**config.mk**
```make
export PLATFORM = sky130hd
export DESIGN_NAME = cop_subsystem
export DESIGN_NICKNAME = d
export VERILOG_FILES = /design/src/cop_pkg.sv /design/src/cop_op_if.sv /design/src/cop_subsystem.sv /design/src/cop_exec_unit.sv /design/src/cop_op_fifo.sv /design/src/cop_issue_decoder.sv
export SDC_FILE = /design/constraint.sdc
export NUM_CORES = 1
export LEC_CHECK = 0
export BUFFER_PORTS_ARGS = -buffer_cell sky130_fd_sc_hd__buf_2
export CORE_MARGIN = 5
export CORE_UTILIZATION = 60
export DETAILED_ROUTE_END_ITERATION = 8
export PLACE_DENSITY = 0.79
export SLEW_MARGIN = 20
export SYNTH_ARGS = -nofsm -noshare
export SYNTH_HDL_FRONTEND = slang
export SYNTH_HIERARCHICAL = 1
export SYNTH_SLANG_ARGS = --single-unit
```
**constraint.sdc**
```tcl
create_clock -name clk_i -period 5.45 [get_ports clk_i]
set_input_delay 1.09 -clock clk_i [delete_from_list [all_inputs] [get_ports clk_i]]
set_output_delay 1.09 -clock clk_i [all_outputs]
set_load 0.05 [all_outputs]
```
**src/cop_pkg.sv**
```systemverilog
package cop_pkg;

  // Identifier tagging an issue and its matching result
  typedef logic [3:0] xif_id_t;

  // Raw instruction word as handed over by the core
  typedef logic [31:0] xif_instr_t;

  // Operand and result values
  typedef logic [31:0] xif_data_t;

  // Destination register index
  typedef logic [4:0] xif_reg_t;

  // Operation select, encoding matches funct3
  typedef enum logic [2:0] {
    OP_ADD = 3'b000,
    OP_SUB = 3'b001,
    OP_XOR = 3'b010,
    OP_AND = 3'b011,
    OP_MIN = 3'b100,
    OP_MAX = 3'b101,
    OP_MUL = 3'b110
  } cop_op_e;

  // Execution unit states
  typedef enum logic [1:0] {
    EX_IDLE   = 2'b00,
    EX_MUL    = 2'b01,
    EX_RESULT = 2'b10
  } exec_state_e;

  // custom-0 major opcode
  localparam logic [6:0] OPCODE_CUSTOM0 = 7'b0001011;

  // funct3 value left unused by the operation set
  localparam logic [2:0] FUNCT3_RSVD = 3'b111;

  // Multiplier iterations, two multiplier bits per step
  localparam int unsigned MUL_STEPS = 16;

endpackage : cop_pkg
```
**src/cop_op_if.sv**
```systemverilog
`timescale 1ns/1ns

interface cop_op_if;

  // Handshake
  logic valid;
  logic ready;

  // Decoded operation payload
  cop_pkg::cop_op_e  op;
  cop_pkg::xif_id_t  id;
  cop_pkg::xif_reg_t rd;
  cop_pkg::xif_data_t rs1;
  cop_pkg::xif_data_t rs2;

  // Sender side
  modport push (
    output valid,
    output op,
    output id,
    output rd,
    output rs1,
    output rs2,
    input  ready
  );

  // Receiver side
  modport pop (
    input  valid,
    input  op,
    input  id,
    input  rd,
    input  rs1,
    input  rs2,
    output ready
  );

endinterface : cop_op_if

```
**src/cop_subsystem.sv**
```systemverilog
`timescale 1ns/1ns

module cop_subsystem #(
  parameter int unsigned FIFO_DEPTH = 4
) (
  input  logic                clk_i,
  input  logic                rst_n_i,

  // Issue interface
  input  logic                x_issue_valid_i,
  output logic                x_issue_ready_o,
  input  cop_pkg::xif_instr_t x_issue_instr_i,
  input  cop_pkg::xif_data_t  x_issue_rs1_i,
  input  cop_pkg::xif_data_t  x_issue_rs2_i,
  input  cop_pkg::xif_id_t    x_issue_id_i,
  output logic                x_issue_accept_o,

  // Result interface
  output logic                x_result_valid_o,
  input  logic                x_result_ready_i,
  output cop_pkg::xif_id_t    x_result_id_o,
  output cop_pkg::xif_reg_t   x_result_rd_o,
  output cop_pkg::xif_data_t  x_result_data_o
);

  // Decoder to buffer, buffer to execution unit
  cop_op_if dec_op ();
  cop_op_if exe_op ();

  cop_issue_decoder issue_decoder_i (
    .issue_valid_i (x_issue_valid_i),
    .issue_instr_i (x_issue_instr_i),
    .issue_rs1_i   (x_issue_rs1_i),
    .issue_rs2_i   (x_issue_rs2_i),
    .issue_id_i    (x_issue_id_i),
    .issue_ready_o (x_issue_ready_o),
    .issue_accept_o(x_issue_accept_o),
    .op_push       (dec_op.push)
  );

  cop_op_fifo #(
    .FIFO_DEPTH(FIFO_DEPTH)
  ) op_fifo_i (
    .clk_i  (clk_i),
    .rst_n_i(rst_n_i),
    .op_push(dec_op.pop),
    .op_pop (exe_op.push)
  );

  cop_exec_unit exec_unit_i (
    .clk_i         (clk_i),
    .rst_n_i       (rst_n_i),
    .op_pop        (exe_op.pop),
    .result_valid_o(x_result_valid_o),
    .result_ready_i(x_result_ready_i),
    .result_id_o   (x_result_id_o),
    .result_rd_o   (x_result_rd_o),
    .result_data_o (x_result_data_o)
  );

endmodule : cop_subsystem

```
**src/cop_exec_unit.sv**
```systemverilog
`timescale 1ns/1ns

module cop_exec_unit (
  input  logic               clk_i,
  input  logic               rst_n_i,

  cop_op_if.pop              op_pop,

  output logic               result_valid_o,
  input  logic               result_ready_i,
  output cop_pkg::xif_id_t   result_id_o,
  output cop_pkg::xif_reg_t  result_rd_o,
  output cop_pkg::xif_data_t result_data_o
);

  localparam int unsigned STEP_W = $clog2(cop_pkg::MUL_STEPS);

  cop_pkg::exec_state_e state_q;
  cop_pkg::exec_state_e state_d;
  logic [STEP_W-1:0]    step_q;
  logic                 last_step;
  logic                 pop_fire;

  // Multiplier datapath
  cop_pkg::xif_data_t mcand_q;
  cop_pkg::xif_data_t mplier_q;
  cop_pkg::xif_data_t acc_q;
  cop_pkg::xif_data_t partial;
  cop_pkg::xif_data_t acc_sum;

  // Result registers
  cop_pkg::xif_id_t   result_id_q;
  cop_pkg::xif_reg_t  result_rd_q;
  cop_pkg::xif_data_t result_data_q;
  cop_pkg::xif_data_t alu_result;

  assign op_pop.ready = (state_q == cop_pkg::EX_IDLE);
  assign pop_fire     = op_pop.valid & op_pop.ready;
  assign last_step    = (step_q == STEP_W'(cop_pkg::MUL_STEPS - 1));

  // Single-cycle operations
  always_comb begin
    case (op_pop.op)
      cop_pkg::OP_ADD: alu_result = op_pop.rs1 + op_pop.rs2;
      cop_pkg::OP_SUB: alu_result = op_pop.rs1 - op_pop.rs2;
      cop_pkg::OP_XOR: alu_result = op_pop.rs1 ^ op_pop.rs2;
      cop_pkg::OP_AND: alu_result = op_pop.rs1 & op_pop.rs2;
      cop_pkg::OP_MIN: begin
        alu_result = ($signed(op_pop.rs1) < $signed(op_pop.rs2)) ? op_pop.rs1 : op_pop.rs2;
      end
      cop_pkg::OP_MAX: begin
        alu_result = ($signed(op_pop.rs1) > $signed(op_pop.rs2)) ? op_pop.rs1 : op_pop.rs2;
      end
      default: alu_result = '0;
    endcase
  end

  // Radix-4 partial product, two multiplier bits at a time
  always_comb begin
    case (mplier_q[1:0])
      2'b01:   partial = mcand_q;
      2'b10:   partial = mcand_q << 1;
      2'b11:   partial = mcand_q + (mcand_q << 1);
      default: partial = '0;
    endcase
  end

  assign acc_sum = acc_q + partial;

  always_comb begin
    state_d = state_q;
    case (state_q)
      cop_pkg::EX_IDLE: begin
        if (pop_fire) begin
          state_d = (op_pop.op == cop_pkg::OP_MUL) ? cop_pkg::EX_MUL : cop_pkg::EX_RESULT;
        end
      end
      cop_pkg::EX_MUL: begin
        if (last_step) begin
          state_d = cop_pkg::EX_RESULT;
        end
      end
      cop_pkg::EX_RESULT: begin
        if (result_ready_i) begin
          state_d = cop_pkg::EX_IDLE;
        end
      end
      default: state_d = cop_pkg::EX_IDLE;
    endcase
  end

  always_ff @(posedge clk_i or negedge rst_n_i) begin
    if (!rst_n_i) begin
      state_q <= cop_pkg::EX_IDLE;
      step_q  <= '0;
    end else begin
      state_q <= state_d;
      if (pop_fire) begin
        step_q <= '0;
      end else if (state_q == cop_pkg::EX_MUL) begin
        step_q <= step_q + 1'b1;
      end
    end
  end

  // Payload only moves on a pop or a multiply step, so it holds in EX_RESULT
  always_ff @(posedge clk_i) begin
    if (pop_fire) begin
      result_id_q   <= op_pop.id;
      result_rd_q   <= op_pop.rd;
      result_data_q <= alu_result;
      mcand_q       <= op_pop.rs1;
      mplier_q      <= op_pop.rs2;
      acc_q         <= '0;
    end else if (state_q == cop_pkg::EX_MUL) begin
      mcand_q  <= mcand_q << 2;
      mplier_q <= mplier_q >> 2;
      acc_q    <= acc_sum;
      if (last_step) begin
        result_data_q <= acc_sum;
      end
    end
  end

  assign result_valid_o = (state_q == cop_pkg::EX_RESULT);
  assign result_id_o    = result_id_q;
  assign result_rd_o    = result_rd_q;
  assign result_data_o  = result_data_q;

endmodule : cop_exec_unit

```
**src/cop_op_fifo.sv**
```systemverilog
`timescale 1ns/1ns

module cop_op_fifo #(
  parameter int unsigned FIFO_DEPTH = 4
) (
  input  logic   clk_i,
  input  logic   rst_n_i,

  // Write side, receives from the decoder
  cop_op_if.pop  op_push,

  // Read side, sends to the execution unit
  cop_op_if.push op_pop
);

  localparam int unsigned PTR_W = $clog2(FIFO_DEPTH);
  localparam int unsigned CNT_W = $clog2(FIFO_DEPTH + 1);

  // Storage
  cop_pkg::cop_op_e   op_mem  [0:FIFO_DEPTH-1];
  cop_pkg::xif_id_t   id_mem  [0:FIFO_DEPTH-1];
  cop_pkg::xif_reg_t  rd_mem  [0:FIFO_DEPTH-1];
  cop_pkg::xif_data_t rs1_mem [0:FIFO_DEPTH-1];
  cop_pkg::xif_data_t rs2_mem [0:FIFO_DEPTH-1];

  logic [PTR_W-1:0] wr_ptr_q;
  logic [PTR_W-1:0] rd_ptr_q;
  logic [CNT_W-1:0] count_q;
  logic             full;
  logic             empty;
  logic             push_fire;
  logic             pop_fire;

  assign full  = (count_q == CNT_W'(FIFO_DEPTH));
  assign empty = (count_q == '0);

  assign op_push.ready = ~full;
  assign op_pop.valid  = ~empty;

  assign push_fire = op_push.valid & op_push.ready;
  assign pop_fire  = op_pop.valid & op_pop.ready;

  // Head entry
  assign op_pop.op  = op_mem[rd_ptr_q];
  assign op_pop.id  = id_mem[rd_ptr_q];
  assign op_pop.rd  = rd_mem[rd_ptr_q];
  assign op_pop.rs1 = rs1_mem[rd_ptr_q];
  assign op_pop.rs2 = rs2_mem[rd_ptr_q];

  always_ff @(posedge clk_i) begin
    if (push_fire) begin
      op_mem[wr_ptr_q]  <= op_push.op;
      id_mem[wr_ptr_q]  <= op_push.id;
      rd_mem[wr_ptr_q]  <= op_push.rd;
      rs1_mem[wr_ptr_q] <= op_push.rs1;
      rs2_mem[wr_ptr_q] <= op_push.rs2;
    end
  end

  // Pointers wrap naturally, depth is a power of two
  always_ff @(posedge clk_i or negedge rst_n_i) begin
    if (!rst_n_i) begin
      wr_ptr_q <= '0;
      rd_ptr_q <= '0;
      count_q  <= '0;
    end else begin
      if (push_fire) begin
        wr_ptr_q <= wr_ptr_q + 1'b1;
      end
      if (pop_fire) begin
        rd_ptr_q <= rd_ptr_q + 1'b1;
      end
      case ({push_fire, pop_fire})
        2'b10:   count_q <= count_q + 1'b1;
        2'b01:   count_q <= count_q - 1'b1;
        default: count_q <= count_q;
      endcase
    end
  end

endmodule : cop_op_fifo

```
**src/cop_issue_decoder.sv**
```systemverilog
`timescale 1ns/1ns

module cop_issue_decoder (
  input  logic               issue_valid_i,
  input  cop_pkg::xif_instr_t issue_instr_i,
  input  cop_pkg::xif_data_t  issue_rs1_i,
  input  cop_pkg::xif_data_t  issue_rs2_i,
  input  cop_pkg::xif_id_t    issue_id_i,
  output logic               issue_ready_o,
  output logic               issue_accept_o,

  cop_op_if.push             op_push
);

  logic [6:0] opcode;
  logic [2:0] funct3;
  logic       opcode_ok;
  logic       funct3_ok;

  // Instruction fields
  assign opcode = issue_instr_i[6:0];
  assign funct3 = issue_instr_i[14:12];

  assign opcode_ok = (opcode == cop_pkg::OPCODE_CUSTOM0);
  assign funct3_ok = (funct3 != cop_pkg::FUNCT3_RSVD);

  // Accept decision, valid whenever the core presents an instruction
  assign issue_accept_o = opcode_ok & funct3_ok;

  // Ready follows the buffer only, rejected instructions drain the same way
  assign issue_ready_o = op_push.ready;

  // Only accepted instructions enter the buffer
  assign op_push.valid = issue_valid_i & issue_accept_o;

  // funct3 encodes the operation directly
  assign op_push.op  = cop_pkg::cop_op_e'(funct3);
  assign op_push.rd  = issue_instr_i[11:7];
  assign op_push.id  = issue_id_i;
  assign op_push.rs1 = issue_rs1_i;
  assign op_push.rs2 = issue_rs2_i;

endmodule : cop_issue_decoder

```
# Yosys cells after proc, flatten, opt, wreduce, memory -nomap -nowiden
# Memories as Yosys holds them, arrays and structs flattened. A register that Yosys moved wholly into a read port is not among the register bits.
# Cells that the tools add are included.
[totals]
ff_bits = 141
mem_bits_rw = 304
in_bits = 104
out_inout_bits = 44
memories = 5
[memory_table]
columns = ["name", "words", "word_bits", "read_ports", "rd_ports_with_merged_regs", "wr", "line", "text"]
rows = [
  ["op_fifo_i.rs1_mem", 4, 32, 1, 0, 1, "cop_op_fifo.sv:23", "cop_pkg::xif_data_t rs1_mem [0:FIFO_DEPTH-1];"],
  ["op_fifo_i.rs2_mem", 4, 32, 1, 0, 1, "cop_op_fifo.sv:24", "cop_pkg::xif_data_t rs2_mem [0:FIFO_DEPTH-1];"],
  ["op_fifo_i.rd_mem", 4, 5, 1, 1, 1, "cop_op_fifo.sv:22", "cop_pkg::xif_reg_t rd_mem [0:FIFO_DEPTH-1];"],
  ["op_fifo_i.id_mem", 4, 4, 1, 1, 1, "cop_op_fifo.sv:21", "cop_pkg::xif_id_t id_mem [0:FIFO_DEPTH-1];"],
  ["op_fifo_i.op_mem", 4, 3, 1, 0, 1, "cop_op_fifo.sv:20", "cop_pkg::cop_op_e op_mem [0:FIFO_DEPTH-1];"],
]
[op_classes]
n_addsub = 9
order_cmp = 2
eq_ne = 20
mux = 21
n_bitwise = 8
reduce_logical = 8
[ops]
columns = ["op", "count"]
rows = [
  ["32-bit two-way mux", 9],
  ["32-bit case mux with 6 select lines", 1],
  ["32-bit adder", 3],
  ["32-bit case mux with 3 select lines", 1],
  ["32-bit AND", 1],
  ["32-bit greater-than comparator", 1],
  ["32-bit < comparator", 1],
  ["32-bit subtractor", 1],
  ["32-bit XOR", 1],
  ["3-bit equality test, second input constant", 4],
  ["2-bit equality test, second input constant", 4],
  ["2-bit two-way mux", 4],
  ["4-bit two-way mux", 2],
  ["7-bit by 4-bit equality test with 1-bit output, second input constant", 1],
  ["2-bit by 1-bit equality test with 1-bit output, second input constant", 3],
  ["3-bit by 2-bit equality test with 1-bit output, second input constant", 2],
  ["3-bit logical NOT", 2],
  ["2-bit case mux with 3 select lines", 1],
  ["3-bit case mux with 2 select lines", 1],
  ["2-bit nonzero test", 3],
  ["2-bit by 1-bit adder with 2-bit output, second input constant", 2],
  ["4-bit by 1-bit adder with 4-bit output, second input constant", 1],
  ["1-bit AND", 4],
  ["4-bit equality test, second input constant", 1],
  ["other kinds (11)", 14],
]

# Depth between registers and ports, before layout
[logic_depth]
word_depth = 6
ltp_mapped = 24

# Hierarchy
# Netlist, hierarchy kept.
[modules_own_cells]
columns = ["module", "instances", "cells_each", "area_per_inst_um2", "seq_area_each_um2"]
rows = [
  ["cop_exec_unit", 1, 1793, 14331.2, 3943.8],
  ["cop_op_fifo", 1, 435, 11393.4, 9303.9],
  ["cop_issue_decoder", 1, 82, 625.6, 0.0],
]

# Least setup slack after synthesis
# OpenSTA, ideal clock, no wires.
[synth_path]
path_kind = "flip-flop to flip-flop"
from = "register exec_unit_i.mcand_q[3]"
to = "register exec_unit_i.result_data_q[27], in the netlist exec_unit_i/result_data_o[27], data pin"
arrival_ns = 4.604
setup_slack_ns = 0.569
stages_incl_launch_ff = 23
synth_period_minus_slack_ns = 4.881
cell_sequence = "edfxtp_1 > ha_1 > and2_1 > a311o_1 > a21oi_1 > o311ai_1 > a21boi_1 > o21ai_1 > a31oi_1 > xnor2_1 > mux2_2 > a22o_1 > ha_1 > a21o_1 > a21o_1 > a221oi_1 > nor2_1 > a21oi_1 > nand3b_1 > or2_2 > a21o_1 > xnor2_1 > o221ai_1"
[synth_via]
elab_chain_len = 6
[synth_lines]
columns = ["element", "line", "text"]
rows = [
  ["start, declared", "cop_exec_unit.sv:25", "cop_pkg::xif_data_t mcand_q;"],
  ["start signal, assigned", "cop_exec_unit.sv:112", "mcand_q <= op_pop.rs1;"],
  ["start signal, assigned", "cop_exec_unit.sv:116", "mcand_q <= mcand_q << 2;"],
  ["32-bit adder", "cop_exec_unit.sv:63", "2'b11: partial = mcand_q + (mcand_q << 1);"],
  ["32-bit case mux with 3 select lines *", "cop_exec_unit.sv:60", "case (mplier_q[1:0])"],
  ["32-bit adder *", "cop_exec_unit.sv:68", "assign acc_sum = acc_q + partial;"],
  ["32-bit two-way mux *", "cop_exec_unit.sv:119", "if (last_step) begin"],
  ["32-bit two-way mux *", "cop_exec_unit.sv:115", "end else if (state_q == cop_pkg::EX_MUL) begin"],
  ["32-bit two-way mux *", "cop_exec_unit.sv:108", "if (pop_fire) begin"],
  ["end signal, assigned", "cop_exec_unit.sv:111", "result_data_q <= alu_result;"],
  ["end signal, assigned", "cop_exec_unit.sv:120", "result_data_q <= acc_sum;"],
  ["end, declared", "cop_exec_unit.sv:34", "cop_pkg::xif_data_t result_data_q;"],
]
# Mark *: on every way between the ends. The rest lies on a longest branch, timed or not. The select of a mux whose other input is x is not followed.
# A chain may end at the register's enable or synchronous reset.

# Worst setup path in the final report
[layout_path]
from = "register op_fifo_i.rd_ptr_q[0]"
to = "register exec_unit_i.result_data_q[9], in the netlist exec_unit_i/result_data_o[9], data pin"
[layout_via]
elab_chain_len = 5
word_cells_on_any_way = 19
classes_between = "add/sub: 2; order compare: 2; eq/ne: 5; mux: 4; bitwise: 2; reduce/logical: 1; memory: 3"
[layout_lines]
columns = ["element", "line", "text"]
rows = [
  ["start, declared", "cop_op_fifo.sv:27", "logic [PTR_W-1:0] rd_ptr_q;"],
  ["start signal, assigned", "cop_op_fifo.sv:71", "rd_ptr_q <= rd_ptr_q + 1'b1;"],
  ["memory read 4 x 32 bit *", "n/a", ""],
  ["net exe_op.rs1[11]", "cop_op_if.sv:13", "cop_pkg::xif_data_t rs1;"],
  ["32-bit greater-than comparator / 32-bit < comparator (equally long branches)", "cop_exec_unit.sv:52, cop_exec_unit.sv:49", ""],
  ["32-bit two-way mux, on equally long branches", "cop_exec_unit.sv:52, cop_exec_unit.sv:49", ""],
  ["32-bit case mux with 6 select lines *", "cop_exec_unit.sv:43", "case (op_pop.op)"],
  ["32-bit two-way mux *", "cop_exec_unit.sv:108", ""],
]
# The timed path passes the listed nets; every way through them passes the cells marked *.

==> key figures <==
Yosys
  • Post-synth cell types: 103
  • Synth async-reset ratio: 0.0286
  • Mean Syn Cell Area: 11.4 um^2
  • Register bit total from synthesis: 454
  • Sequential area share after synthesis: 0.503
  • Adder-cell share of the synthesized area: 0.0660
  • Ys Warns: 6
  • Mux cell area share after synthesis: 0.0778
  • Synth Area in Simple Gates: 0.106
  • Synthesized area: ~0.026 mm^2
  • Post-synthesis xor/xnor area fraction: 0.0273
  • Post-synth EDFFs: 409
  • Main flop type after synthesis: edfxtp_1
  • Syn_nets: 2,550
  • Synth Instances: 2,310
  • Synth Area in Compound Gates: 0.162
  • Largest family of logic cells by synthesized area: compound AO/OA/AOI/OAI gates

Setup path
  • Critical path arrival: 5.57 ns
  • Crit Path Class: reg2reg
  • Reg2reg setup slack: 0.22 ns
  • WP data required: 5.79 ns
  • RR Startpoint: op_fifo_i/rd_ptr_q[0]$_DFFE_PN0P_
  • Max FO, Critical Path: 15
  • CP Cell Sequence: buf_12 > mux4_2 > ha_1 > nand4_1 > nor4_2 > nand4_1 > nand3_1 > a2bb2oi_1 > o21ai_1 > a21o_1 > buf_4 > a222oi_1 > a21oi_1 > a21o_1
  • Reg2Reg Capture Point: exec_unit_i/result_data_o[9]$_DFFE_PP_
  • CP max-delay cell: dfrtp_4
  • CP Launch Type: flop
  • CP Capture Type: flop
  • CP max stage delay: 0.69 ns
  • Worst reg-to-reg path cell count: 14

Die
  • Die area: 0.0482 mm^2
  • # IOs: 148
  • Row count: between 70 and 80
  • Die height: 220 um
  • Die width: 220 um
  • Starting Density: 0.609
  • Core ar.: 0.0433 mm^2

Clocking
  • Worst skew pair latency: slightly below 0.6 ns
  • Max clock buf depth: 3
  • H-tree levels: 2
  • CTS root buffer: clkbuf_16
  • CTS clk-pin slew, worst paths: 0.06 ns
  • CTS Sinks: about 450
  • TritonCTS clock tree: done
  • CTS Buf Count: 47

Drt
  • Drt pass-1 iters: 6
  • Final WL: 72.2 mm
  • Initial DRC Count: 2,535
  • Via density: 6.45
  • Drc violations: 0
  • Via count: between 15,000 and 20,000
  • DR WL/cell: 23.8 um
  • Post-DRT Antenna Nets: 0

GRT
  • Global-route usage over all layers: 0.297
  • Antenna violations before repair: 2
  • Vias in the first global route: ~19,000
  • First-pass GRT wire length: 111 mm
  • Largest net degree at the start of global routing: 66
  • Gr ovfl total: 0

Status
  • Status: finished clean

Cells and area
  • Final instance area: 0.0293 mm^2
  • N_diodes: 0
  • Commonest non-fill, non-tap cell in the layout: edfxtp_1
  • Fillers: 3,148
  • Most frequent cells in the layout: edfxtp_1 (409), nand2_1 (255), a21oi_1 (153)
  • Layout Cells excl Fill: 3,035
  • Layout overhead on the synthesized area: 11.3%
  • Layout Nets: 2,652
  • Share of cells above drive strength 1: 0.196

Timing
  • Period minus WS final: 5.23 ns
  • Slew @ Worst Pin: 1.09 ns
  • Hold Fails Final Rpt: 0
  • Max-slew headroom: 0.272
  • Final worst path period share: 0.960
  • Clock skew: ~0.019 ns
  • Final setup fails: 0
  • Max frequency: 0.191 GHz
  • Max Slew Vio Count: 0

Placement
  • DP Area: approximately 0.028 mm^2
  • Hpwl dp: 51.2 mm
  • Inst Count DP: just under 3,000
  • RePlAce Congestion: 1.01
  • PortBufs: 130

Job
  • Max-Cap Viols: 0

Min path
  • Hold Crit Class: in2async
## synthesized netlist by cell type, types with 17 or more instances
library cell	number	share of area
edfxtp_1	409	0.47
nand2_1	256	0.036
a21oi_1	159	0.030
ha_1	131	0.062
nor2_1	129	0.018
o21ai_0	125	0.024
inv_1	94	0.013
buf_4	79	0.023
mux4_2	74	0.063
clkbuf_1	70	0.010
xnor2_1	62	0.021
a21o_1	44	0.013
nand3_1	44	0.0084
nor3_1	34	0.0065
dfxtp_1	32	0.024
o21ai_1	28	0.0053
a22o_1	27	0.0090
buf_2	26	0.0049
a221oi_1	23	0.0076
xor2_1	20	0.0066
o211ai_1	19	0.0054
o21bai_1	18	0.0051
o22ai_1	18	0.0043
a211oi_1	17	0.0048
o21a_1	17	0.0048
## layer usage
metal  GRT usage  share of wire  up-vias  routed length (um)
met2       0.474           0.46      943               33500
met3      0.0521          0.093      114                6690
met4      0.0752          0.023        4                1640
li1            -              -     8893                   -
met5           0        0.00029        -                  21
met1       0.430           0.42     9623               30300
## flip-flops by register name, indices dropped and copies added (netlist names), 3 cells and up
register / count
op_fifo_i/rs1_mem: 128
op_fifo_i/rs2_mem: 128
exec_unit_i/acc_q: 32
exec_unit_i/mcand_q: 32
exec_unit_i/mplier_q: 32
exec_unit_i/result_data_o: 32
op_fifo_i/rd_mem: 20
op_fifo_i/id_mem: 16
op_fifo_i/op_mem: 12
exec_unit_i/result_rd_o: 5
exec_unit_i/result_id_o: 4
exec_unit_i/step_q: 4
op_fifo_i/count_q: 3
## cell families (layout without fill, tap and decap cells)
kind of cell             Yosys count  after routing
AND/OR/NAND/NOR                  600            600
AO/OA/AOI/OAI                    639            639
adder cells (fa/ha/maj)          136            136
XOR/XNOR                          82             82
multiplexers                     105            105
buffers and inverters            294            434
flip-flops                       454            454
## worst max-delay path: cells and delay by family, from the launching register on
kind                     cells  cell delay [ns]
flip-flops                   1             0.69
AND/OR/NAND/NOR              4             0.99
AO/OA/AOI/OAI                6             1.62
buffers and inverters        2             0.47
multiplexers                 1             0.61
adder cells (fa/ha/maj)      1             0.55
## area by class of cell
type,instances,area (um^2),area share
flip-flops and latches,454,13300,0.452
multi-input cells,1562,11700,0.400
repair buffers,250,1650,0.0563
clock buffers,56,1210,0.0412
well taps,585,732,0.0249
clock inverters,31,400,0.0136
inverters,97,364,0.0124
## through the flow
step	util	setup WS (ns)	setup TNS [ns]	hold WS [ns]
after detailed placement	0.638	-0.00577	-0.00577	0.451
after CTS	0.675	0.0313	0	0.389
after global routing	0.678	-0.0211	-0.0357	0.418
after global placement	0.638	0.0791	0	0.447
final	0.678	0.216	0	0.395
after floorplan	-	0.569	0	0.432
## worst max path at each step
stage                                              end  depth (start not counted)                                  from  slack (ns)
6_report        exec_unit_i/result_data_o[9]$_DFFE_PP_                         14     op_fifo_i/rd_ptr_q[0]$_DFFE_PN0P_        0.22
5_1_grt        exec_unit_i/result_data_o[27]$_DFFE_PP_                         22      exec_unit_i/mcand_q[2]$_DFFE_PP_       -0.02
4_1_cts        exec_unit_i/result_data_o[27]$_DFFE_PP_                         22      exec_unit_i/mcand_q[2]$_DFFE_PP_        0.03
3_5_place_dp   exec_unit_i/result_data_o[28]$_DFFE_PP_                         21  exec_unit_i/mcand_q[1]$_SDFFCE_PN0P_      -0.006
3_3_place_gp   exec_unit_i/result_data_o[28]$_DFFE_PP_                         21  exec_unit_i/mcand_q[1]$_SDFFCE_PN0P_        0.08
2_1_floorplan  exec_unit_i/result_data_o[27]$_DFFE_PP_                         22      exec_unit_i/mcand_q[3]$_DFFE_PP_        0.57
## what timing repair did
| action | CTS | global route |
|---|---|---|
| setup buffers | 0 | 4 |
| pin swaps | 0 | 5 |
| hold buffers | 0 | 0 |
| gates resized for setup | 1 | 18 |
| gates cloned | 0 | 0 |
| setup endpoints to repair | 2 | 15 |
| endpoints found under the hold margin | 0 | 0 |
Power is left out: the tool's default activity adds up to more than one toggle a clock period on the data nets, which glitch-free logic cannot reach.
